File: src/fpint_pkg.sv
//******************************
// FP/INT lane package
// Single-precision format types, operation codes
// and float classify/unpack helpers
//******************************

package fpint_pkg;

	typedef logic [31:0] word;
	typedef logic [7:0]  float_exp;
	typedef logic [22:0] float_mant;

	// Hidden one, stored mantissa, then guard, round and sticky places
	typedef logic [26:0] mant_ext;

	typedef logic [1:0]  fpint_op;

	localparam fpint_op OP_FADD = 2'd0;
	localparam fpint_op OP_FSUB = 2'd1;
	localparam fpint_op OP_FMUL = 2'd2;
	localparam fpint_op OP_ITOF = 2'd3;

	localparam float_exp EXP_BIAS = 8'd127;
	localparam float_exp EXP_MAX  = 8'd255;

	// All-ones exponent with mantissa 1
	localparam word CANON_NAN = {1'b0, EXP_MAX, 23'd1};

	// NaN or infinity
	function automatic logic is_special(word w);
		return &w[30:23];
	endfunction

	function automatic logic is_zero_or_denormal(word w);
		return ~|w[30:23];
	endfunction

	// Denormals read as zero
	function automatic logic [23:0] significand(word w);
		if (is_zero_or_denormal(w))
			return '0;
		return {1'b1, w[22:0]};
	endfunction

	function automatic mant_ext unpack_mant(word w);
		return {significand(w), 3'b000};
	endfunction

endpackage

File: src/fpint_ctrl.sv
//******************************
// FP/INT lane control
// Decodes the issued op and delays per-stage
// control levels alongside the datapath
//******************************

`timescale 1ns/1ns

module fpint_ctrl (
	input  logic               clk,
	input  logic               reset,
	input  logic               issue,
	input  fpint_pkg::fpint_op op,
	output logic               is_mul_1,
	output logic               is_sub_1,
	output logic               is_int_1,
	output logic               do_round_6,
	output logic               valid_6
);

	import fpint_pkg::*;

	logic dec_mul, dec_sub, dec_int;

	// Bit k is high while a valid op sits in the stage k registers
	logic [6:1] valid_sr;

	always_comb begin
		dec_mul = 1'b0;
		dec_sub = 1'b0;
		dec_int = 1'b0;
		case (op)
			OP_FADD: ;
			OP_FSUB: dec_sub = 1'b1;
			OP_FMUL: dec_mul = 1'b1;
			OP_ITOF: dec_int = 1'b1;
		endcase
	end

	always_ff @(posedge clk) begin
		if (reset) begin
			is_mul_1 <= 1'b0;
			is_sub_1 <= 1'b0;
			is_int_1 <= 1'b0;
			valid_sr <= '0;
		end else begin
			is_mul_1 <= issue & dec_mul;
			is_sub_1 <= issue & dec_sub;
			is_int_1 <= issue & dec_int;
			valid_sr <= {valid_sr[5:1], issue};
		end
	end

	// Op held in stage 5 is being rounded by stage 6 logic
	assign do_round_6 = valid_sr[5];
	assign valid_6    = valid_sr[6];

endmodule

File: src/fpint_mul_align.sv
//******************************
// FP/INT lane front half
// Unpacks, multiplies, orders operands by
// magnitude and aligns the smaller mantissa
//******************************

`timescale 1ns/1ns

module fpint_mul_align (
	input  logic                clk,
	input  fpint_pkg::word      a,
	input  fpint_pkg::word      b,
	input  logic                is_mul_1,
	input  logic                is_sub_1,
	input  logic                is_int_1,
	output logic                max_sign,
	output fpint_pkg::float_exp max_exp,
	output fpint_pkg::mant_ext  max_mant,
	output fpint_pkg::mant_ext  min_mant,
	output logic                eff_sub,
	output logic                sticky,
	output logic                force_nan,
	output logic                force_zero,
	output logic                pass_int
);

	import fpint_pkg::*;

	word a_1, b_1;
	logic [47:0] prod_1;
	logic [9:0] exp_sum_1;

	logic sa_2, sb_2, nan_2, zero_2, int_2;
	float_exp ea_2, eb_2;
	mant_ext ma_2, mb_2;

	logic [9:0] mul_exp;
	mant_ext prod_mant;
	word int_mag;

	logic swap;
	float_exp exp_diff;
	logic [4:0] shift;
	mant_ext min_pre;

	// Stage 1: raw operands, 24x24 product and biased exponent sum
	always_ff @(posedge clk) begin
		a_1 <= a;
		b_1 <= b;
		prod_1 <= {24'b0, significand(a)} * {24'b0, significand(b)};
		exp_sum_1 <= {2'b0, a[30:23]} + {2'b0, b[30:23]} - {2'b0, EXP_BIAS};
	end

	// Product of two values in [1,4) needs at most one place of shift
	always_comb begin
		if (prod_1[47]) begin
			prod_mant = {prod_1[47:24], prod_1[23], prod_1[22], |prod_1[21:0]};
			mul_exp = exp_sum_1 + 10'd1;
		end else begin
			prod_mant = {prod_1[46:23], prod_1[22], prod_1[21], |prod_1[20:0]};
			mul_exp = exp_sum_1;
		end
		int_mag = a_1[31] ? -a_1 : a_1;
	end

	// Stage 2: subtract flip, product replaces a, integer split across a and b
	always_ff @(posedge clk) begin
		int_2 <= is_int_1;
		zero_2 <= 1'b0;
		nan_2 <= is_special(a_1) | is_special(b_1);
		sa_2 <= a_1[31];
		sb_2 <= b_1[31] ^ is_sub_1;
		ea_2 <= a_1[30:23];
		eb_2 <= b_1[30:23];
		ma_2 <= unpack_mant(a_1);
		mb_2 <= unpack_mant(b_1);

		if (is_mul_1) begin
			sa_2 <= a_1[31] ^ b_1[31];
			sb_2 <= a_1[31] ^ b_1[31];
			ea_2 <= mul_exp[7:0];
			ma_2 <= prod_mant;
			eb_2 <= '0;
			mb_2 <= '0;
			nan_2 <= is_special(a_1) | is_special(b_1)
				| (~mul_exp[9] & (mul_exp[8:0] >= {1'b0, EXP_MAX}));
			zero_2 <= is_zero_or_denormal(a_1) | is_zero_or_denormal(b_1)
				| mul_exp[9] | (mul_exp == 10'd0);
		end else if (is_int_1) begin
			// Reference exponent 30 puts magnitude bit 30 on the hidden one
			nan_2 <= 1'b0;
			ea_2 <= EXP_BIAS + 8'd30;
			ma_2 <= int_mag[31:5];
			eb_2 <= '0;
			mb_2 <= {22'b0, int_mag[4:0]};
		end
	end

	// Sign-magnitude compare of exponent and mantissa
	assign swap = ~int_2 & ({eb_2, mb_2} > {ea_2, ma_2});

	always_comb begin
		if (swap) begin
			exp_diff = eb_2 - ea_2;
			min_pre = ma_2;
		end else begin
			exp_diff = ea_2 - eb_2;
			min_pre = mb_2;
		end
		if (int_2)
			shift = '0;
		else if (exp_diff > 8'd27)
			shift = 5'd27;
		else
			shift = exp_diff[4:0];
	end

	// Stage 3: larger magnitude first, smaller one aligned
	always_ff @(posedge clk) begin
		max_sign <= swap ? sb_2 : sa_2;
		max_exp <= swap ? eb_2 : ea_2;
		max_mant <= swap ? mb_2 : ma_2;
		min_mant <= min_pre >> shift;
		sticky <= |(min_pre & ~({$bits(mant_ext){1'b1}} << shift));
		eff_sub <= sa_2 ^ sb_2;
		force_nan <= nan_2;
		force_zero <= zero_2;
		pass_int <= int_2;
	end

endmodule

File: src/fpint_add_norm.sv
//******************************
// FP/INT lane back half
// Mantissa add/subtract, leading zero count,
// normalization and round to nearest even
//******************************

`timescale 1ns/1ns

module fpint_add_norm (
	input  logic                 clk,
	input  logic                 max_sign,
	input  fpint_pkg::float_exp  max_exp,
	input  fpint_pkg::mant_ext   max_mant,
	input  fpint_pkg::mant_ext   min_mant,
	input  logic                 eff_sub,
	input  logic                 sticky,
	input  logic                 force_nan,
	input  logic                 force_zero,
	input  logic                 pass_int,
	input  logic                 do_round_6,
	output logic                 res_sign,
	output fpint_pkg::float_exp  res_exp,
	output fpint_pkg::float_mant res_mant,
	output logic                 res_nan,
	output logic                 res_zero
);

	import fpint_pkg::*;

	// Bit 31 is the carry place, bit 30 the hidden one at max_exp
	word wide_4;
	logic sign_4, nan_4, zero_4;
	float_exp exp_4;

	logic [27:0] sum;
	mant_ext min_sticky;

	logic [5:0] lz;
	word norm;
	logic [9:0] norm_exp;
	logic zero_norm;

	logic sign_5, nan_5, zero_5, guard_5, sticky_5;
	float_exp exp_5;
	float_mant mant_5;

	logic round_up;
	logic [23:0] mant_inc;
	logic [8:0] exp_inc;

	// Shifted-out bits act as one extra low bit of the smaller operand
	assign min_sticky = min_mant | {26'b0, sticky};

	always_comb begin
		if (eff_sub)
			sum = {1'b0, max_mant} - {1'b0, min_sticky};
		else
			sum = {1'b0, max_mant} + {1'b0, min_sticky};
	end

	// Stage 4
	always_ff @(posedge clk) begin
		exp_4 <= max_exp;
		sign_4 <= max_sign;
		nan_4 <= force_nan;
		zero_4 <= force_zero;
		if (pass_int) begin
			wide_4 <= {max_mant, min_mant[4:0]};
		end else begin
			wide_4 <= {sum, 4'b0};
			// Exact cancellation gives +0
			if (eff_sub & (sum == '0))
				sign_4 <= 1'b0;
		end
	end

	always_comb begin
		lz = 6'd32;
		for (int i = 0; i < 32; i++)
			if (wide_4[i])
				lz = 6'(31 - i);
		norm = wide_4 << lz;
		norm_exp = {2'b0, exp_4} + 10'd1 - {4'b0, lz};
	end

	// Cancelled or underflowed results carry no exponent into rounding
	assign zero_norm = zero_4 | (wide_4 == '0) | norm_exp[9] | (norm_exp == 10'd0);

	// Stage 5: leading one to bit 31, guard below the stored mantissa
	always_ff @(posedge clk) begin
		sign_5 <= sign_4;
		exp_5 <= zero_norm ? '0 : norm_exp[7:0];
		mant_5 <= norm[30:8];
		guard_5 <= norm[7];
		sticky_5 <= |norm[6:0];
		nan_5 <= nan_4 | (~zero_norm & (norm_exp[8:0] >= {1'b0, EXP_MAX}));
		zero_5 <= zero_norm;
	end

	// Ties go up only when the mantissa is odd
	assign round_up = do_round_6 & guard_5 & (sticky_5 | mant_5[0]);
	assign mant_inc = {1'b0, mant_5} + {23'b0, round_up};
	assign exp_inc = {1'b0, exp_5} + {8'b0, mant_inc[23]};

	// Stage 6: a mantissa carry leaves zero mantissa and bumps the exponent
	always_ff @(posedge clk) begin
		res_sign <= sign_5;
		res_mant <= mant_inc[22:0];
		res_exp <= exp_inc[7:0];
		res_nan <= nan_5 | exp_inc[8] | (exp_inc[7:0] == EXP_MAX);
		res_zero <= zero_5;
	end

endmodule

File: src/fpint_encode.sv
//******************************
// FP/INT lane output encoder
// Forces canonical NaN or zero and
// registers the result with its valid
//******************************

`timescale 1ns/1ns

module fpint_encode (
	input  logic                 clk,
	input  logic                 reset,
	input  logic                 res_sign,
	input  fpint_pkg::float_exp  res_exp,
	input  fpint_pkg::float_mant res_mant,
	input  logic                 force_nan,
	input  logic                 force_zero,
	input  logic                 valid_6,
	output fpint_pkg::word       q,
	output logic                 q_valid
);

	import fpint_pkg::*;

	always_ff @(posedge clk) begin
		if (reset)
			q_valid <= 1'b0;
		else
			q_valid <= valid_6;
	end

	// NaN takes priority over zero
	always_ff @(posedge clk) begin
		if (force_nan | is_special({res_sign, res_exp, res_mant}))
			q <= CANON_NAN;
		else if (force_zero)
			q <= {res_sign, 31'b0};
		else
			q <= {res_sign, res_exp, res_mant};
	end

endmodule

File: src/fpint_unit.sv
//******************************
// FP/INT arithmetic lane top
// Seven-cycle pipeline for fadd, fsub, fmul, itof
//******************************

`timescale 1ns/1ns

module fpint_unit (
	input  logic               clk,
	input  logic               reset,
	input  logic               issue,
	input  fpint_pkg::fpint_op op,
	input  fpint_pkg::word     a,
	input  fpint_pkg::word     b,
	output fpint_pkg::word     q,
	output logic               q_valid
);

	import fpint_pkg::*;

	logic is_mul_1, is_sub_1, is_int_1, do_round_6, valid_6;

	logic max_sign, eff_sub, sticky, force_nan, force_zero, pass_int;
	float_exp max_exp;
	mant_ext max_mant, min_mant;

	logic res_sign, res_nan, res_zero;
	float_exp res_exp;
	float_mant res_mant;

	fpint_ctrl i_ctrl (
		.clk(clk),
		.reset(reset),
		.issue(issue),
		.op(op),
		.is_mul_1(is_mul_1),
		.is_sub_1(is_sub_1),
		.is_int_1(is_int_1),
		.do_round_6(do_round_6),
		.valid_6(valid_6)
	);

	fpint_mul_align i_front (
		.clk(clk),
		.a(a),
		.b(b),
		.is_mul_1(is_mul_1),
		.is_sub_1(is_sub_1),
		.is_int_1(is_int_1),
		.max_sign(max_sign),
		.max_exp(max_exp),
		.max_mant(max_mant),
		.min_mant(min_mant),
		.eff_sub(eff_sub),
		.sticky(sticky),
		.force_nan(force_nan),
		.force_zero(force_zero),
		.pass_int(pass_int)
	);

	fpint_add_norm i_back (
		.clk(clk),
		.max_sign(max_sign),
		.max_exp(max_exp),
		.max_mant(max_mant),
		.min_mant(min_mant),
		.eff_sub(eff_sub),
		.sticky(sticky),
		.force_nan(force_nan),
		.force_zero(force_zero),
		.pass_int(pass_int),
		.do_round_6(do_round_6),
		.res_sign(res_sign),
		.res_exp(res_exp),
		.res_mant(res_mant),
		.res_nan(res_nan),
		.res_zero(res_zero)
	);

	fpint_encode i_encode (
		.clk(clk),
		.reset(reset),
		.res_sign(res_sign),
		.res_exp(res_exp),
		.res_mant(res_mant),
		.force_nan(res_nan),
		.force_zero(res_zero),
		.valid_6(valid_6),
		.q(q),
		.q_valid(q_valid)
	);

endmodule

File: config.mk
export PLATFORM = sky130hd
export DESIGN_NAME = fpint_unit
export DESIGN_NICKNAME = d
export VERILOG_FILES = /design/src/fpint_pkg.sv /design/src/fpint_ctrl.sv /design/src/fpint_mul_align.sv /design/src/fpint_add_norm.sv /design/src/fpint_encode.sv /design/src/fpint_unit.sv
export SDC_FILE = /design/constraint.sdc
export NUM_CORES = 2
export LEC_CHECK = 0
export BUFFER_PORTS_ARGS = -buffer_cell sky130_fd_sc_hd__buf_2
export CAP_MARGIN = 20
export CORE_MARGIN = 1
export CORE_UTILIZATION = 62
export CTS_CLUSTER_DIAMETER = 80
export DETAILED_ROUTE_END_ITERATION = 6
export GPL_TIMING_DRIVEN = 0
export PLACE_DENSITY_LB_ADDON = 0.08
export SLEW_MARGIN = 20
export SYNTH_ARGS = -nofsm -noshare
export SYNTH_HDL_FRONTEND = slang
export SYNTH_HIERARCHICAL = 1
export SYNTH_SLANG_ARGS = --single-unit
File: constraint.sdc
create_clock -name clk -period 10.9 [get_ports clk]
set_input_delay 1.635 -clock clk [delete_from_list [all_inputs] [get_ports clk]]
set_output_delay 1.635 -clock clk [all_outputs]
set_load 0.02 [all_outputs]
* Word-level counts from Yosys, hierarchy flattened
Cells that the tools add are included.
** Storage, ports and cells
- Flip-flop bits (word level) :: 420
- Latch bits :: 0
- Memory bits (writable) :: 0
- Bits in read-only memories :: 0
- Output and inout bits :: 33
- Memories kept :: 0
** Operators by class
- Add/subtract/negate cells :: 12
- Multipliers :: 1
- Divide/modulo/power cells :: 0
- Magnitude comparators :: 4
- Eq/ne operators :: 4
- Shift operators :: 3
- Multiplexer cells :: 63
- Bitwise operators :: 33
- Reduce and logical (&&, ||, !) cells :: 21
** Operators with widths (count)
- 2-to-1 mux 6 bit :: 32
- 2-to-1 mux 27 bit :: 5
- 2-to-1 mux 24 bit :: 4
- 2-to-1 mux 32 bit :: 2
- multiplier 24 x 24 -> 48 bit :: 1
- greater-than comparator 35 bit :: 1
- zero test 32 bit :: 1
- 2-to-1 mux 8 bit :: 4
- negator 32 bit :: 1
- OR reduction 8 bit :: 4
- left shift 32 x 6 -> 31 bit :: 1
- 2-to-1 mux 31 bit :: 1
- adder 27 x 27 -> 28 bit :: 1
- zero test 28 bit :: 1
- 2-to-1 mux 28 bit :: 1
- subtractor 27 x 27 -> 28 bit :: 1
- AND 27 bit :: 1
- inverter 27 bit :: 1
- bitwise OR 27 x 1 -> 27 bit :: 1
- OR reduction 27 bit :: 1
- left shift 27 x 5 -> 27 bit (first input constant) :: 1
- >> shifter 27 x 5 -> 27 bit :: 1
- adder 23 x 1 -> 24 bit :: 1
- AND reduction 8 bit :: 3
- 26 further kinds :: 70

* Longest topological paths before layout
- Depth after elaboration :: 38
- Mapped depth :: 35

* Hierarchy
Netlist, hierarchy kept.
** Modules (own cells, without submodules)
- fpint_mul_align :: instances 1, cells an instance 3401, area an instance 30852.1 sq um, seq. area each 5305.1 sq um
- fpint_add_norm :: instances 1, cells an instance 906, area an instance 7672.4 sq um, seq. area each 2262.2 sq um
- fpint_encode :: instances 1, cells an instance 103, area an instance 1291.2 sq um, seq. area each 660.6 sq um
- fpint_ctrl :: instances 1, cells an instance 18, area an instance 269.0 sq um, seq. area each 180.2 sq um

* Worst setup path before layout
OpenSTA, ideal clock, no wires.
- Kind :: input-to-reg
- Start :: input b[26]
- End :: register i_front.prod_1[43]
- Arrival time :: 8986 ps
- Data required time :: 10828 ps
- Path slack :: 1841 ps
- Stages :: 33
- Cells stage by stage :: or4_1 > nor2_1 > a21oi_1 > clkbuf_1 > clkbuf_1 > clkbuf_1 > nand3_1 > fa_1 > inv_1 > fa_1 > inv_1 > fa_1 > fa_1 > inv_1 > fa_1 > fa_1 > inv_1 > fa_1 > inv_1 > ha_1 > a21oi_1 > o21bai_1 > a21o_1 > a21o_1 > a211o_1 > a32oi_1 > a21oi_1 > a21oi_1 > o21ai_0 > nand3_1 > nand2_1 > a21boi_0 > xnor2_1
** On the way
- Word-level cells in the longest chain between the ends :: 3
** RTL lines
- start, declared :: line fpint_unit.sv:14 : input fpint_pkg::word b,
- OR reduction 8 bit :: line fpint_pkg.sv:35 : return ~|w[30:23];
- 2-to-1 mux 24 bit :: line fpint_pkg.sv:42 : return {1'b1, w[22:0]};
- multiplier 24 x 24 -> 48 bit :: line fpint_mul_align.sv:50 : prod_1 <= {24'b0, significand(a)} * {24'b0, significand(b)};
- end signal, assigned :: line fpint_mul_align.sv:50
- end, declared :: line fpint_mul_align.sv:30 : logic [47:0] prod_1;
No other way between the ends.
A chain may end at the register's enable or synchronous reset.

* Worst setup path in the final report
- Start :: input b[26]
- End :: register i_front.prod_1[47]
The elaborated chain is that of the path after synthesis.

==> results.cfg <==
[synth]
synth_top_cell_by_area = fa_1
synth_fp_nets = 5264
synth_top_area_share_pct = 24.3
synth-seq-area-share_pct = 21.0
ys_top_cells_by_area = fa_1, dfxtp_1, ha_1
postSynthCellCount = 4428
ys.flop_type = dfxtp_1
synth_area_mm2 = 0.0401
synth_commonest_cells = inv_1, fa_1, dfxtp_1
yosysMostFrequentCell = inv_1
avgSynthCellArea_um2 = 9.05
post_synth_num_cell_types = 108
yosysWarnings = 6
synth_edf_count = 0
async_flop_share_pct = 0
synth_seq_cells = 420

[global_routing]
antenna_found_initial = 7
grt_pass1_vias = 33600
grt_usage_pct = 39.5
gr-total-overflow = 0
grt_pass1_wl_um = 197000
grt_max_degree = 15

[place]
place_area_mm2 = 0.0417
place.port_buffers = 101
place_hpwl_um = 105000
pre_cts_ws_ns = -0.982
dp_cells = 5375
gp_congestion = 1.09

[clock_tree]
cts.sinks = 420
clock_latency_ns = 0.60
cts_setup_buffers = 0
cts_root_buffer = clkbuf_16
cts_htree_levels = 2
cts_buffer_depth = 3
cts_hold_buf = 0
cts_made_buffers = 45
ctsResizeCount = 3
clk_pin_slew_ns = 0.06
cts_tree = built

[floorplanning]
die_y_um = 256
start_util_pct = 63.2
row_count = 92
core_mm2 = 0.0634
die-area_mm2 = 0.0657
ios = 102
chipWidth_um = 256

[finish]
final-instance-count-excl-fill = 5463
syn2layout_area_growth_pct = 7.78
drive_above_1_share_pct = 7.83
final_nets = 5412
fill_cells = 5302
fin_area_mm2 = 0.0432
final_util_pct = 68.1

[timing]
setup_viol = 0
tightestPinTransition_ns = 1.16
finalCritPeriodShare_pct = 97.9
worst_slack_ns = 0.226
slew_headroom_pct = 23.0
hold_viol_final = 0
finClkSkew_ns = 0.0274
post-route-min-period_ns = 10.67
rsz0062_at_grt = false
fmax_mhz = 93.7
slew_viol_final = 0

[routing]
via_per_inst = 6.13
drtIter0Drc = 3355
drc = 0
totalWireLength_um = 130000
avgRoutedWirePerCell_um = 23.9
drtAntennaViolNets = 0
num_vias = 33500
drt-pass1-iter-count = 6

[setup_path]
crit_arrival_ns = 11.13
critPathTopFamily = adder cells
criticalPathCategory = in -> reg
cp_slowest_stage_delay_ns = 0.65
crit_fanout = 10
start_kind = input pin
worst_setup_path_end_kind = register
crit_top_cell = fa_1
critPathSlowestCell = fa_1
critPathBufInv = 9
crit_required_ns = 11.36

[hold_path]
holdCritPathClass = reg -> reg

[status]
status = complete, no violations

[flow_run]
maxCapViolations = 0
[area by class of cell]
class | count | area (um2) | area share, %
repair buffers | 101 | 505 | 1.17
diodes | 7 | 17.5 | 0.0405
well taps | 846 | 1060 | 2.45
flip-flops and latches | 420 | 8410 | 19.5
clock inverters | 20 | 258 | 0.597
clock buffers | 61 | 1260 | 2.91
multi-input cells | 3093 | 28100 | 65.1
inverters | 681 | 2560 | 5.92
plain buffers | 234 | 1020 | 2.37
[layout by cell type (no fill, tap or decap), types with 55 or more instances in the layout]
cell type / netlist / final
mux2i_1: 132 / 132
dfxtp_1: 420 / 420
buf_2: 17 / 118
nor2_1: 194 / 194
a21oi_1: 165 / 164
clkbuf_1: 189 / 195
fa_1: 487 / 487
nand2_1: 410 / 410
and2_1: 88 / 88
o21ai_0: 123 / 123
xnor2_1: 108 / 108
inv_1: 677 / 677
xor2_1: 55 / 55
ha_1: 280 / 280
and3_1: 285 / 285
mux2_2: 65 / 65
nand3_1: 101 / 101
[worst paths after layout]
kind	from	end	slack, ns	depth (start not counted)
max	b[26]	i_front/prod_1[47]	0.23	34
min	i_front/max_exp[1]	i_back/exp_4[1]	0.32	0
max reg2reg	i_front/min_mant[0]	i_back/sign_4	5.64	19
min reg2reg	i_front/max_exp[1]	i_back/exp_4[1]	0.32	0
[per-stage QoR]
step / setup TNS [ns] / hold slack [ns]
2_1_floorplan: 0 / 0.310
3_3_place_gp: -19.13 / 0.312
4_1_cts: 0 / 0.323
5_1_grt: 0 / 0.327
6_report: 0 / 0.322
3_5_place_dp: -12.72 / 0.312
[registers in the layout (all words and copies together), names as in the netlist, 10 cells and up]
register and flops:
i_back/res_mant 23, i_back/wide_4 32, i_encode/q 32, i_front/min_mant 27
i_front/a_1 32, i_front/b_1 32, i_front/prod_1 48, i_front/ma_2 27
i_back/mant_5 23, i_front/mb_2 27, i_front/exp_sum_1 10, i_front/max_mant 27
[kinds of logic after synthesis]
kind of cell	Yosys count	synth area share, %
adder cells (fa/ha/maj)	767	33.1
XOR/XNOR	165	3.64
AO/OA/AOI/OAI	664	11.7
multiplexers	199	5.19
flip-flops	420	21.0
buffers and inverters	915	8.92
AND/OR/NAND/NOR	1298	16.5
[metal layers]
metal | GRT usage, % | part of all wire, % | vias up
li1 | - | - | 15000
met4 | 23.8 | 7.0 | 4
met5 | 0 | 0.024 | -
met1 | 46.4 | 36 | 16000
met3 | 8.80 | 10 | 535
met2 | 66.0 | 47 | 1988
Power is left out: the tool's default activity adds up to more than one toggle a clock period on the data nets, which glitch-free logic cannot reach.
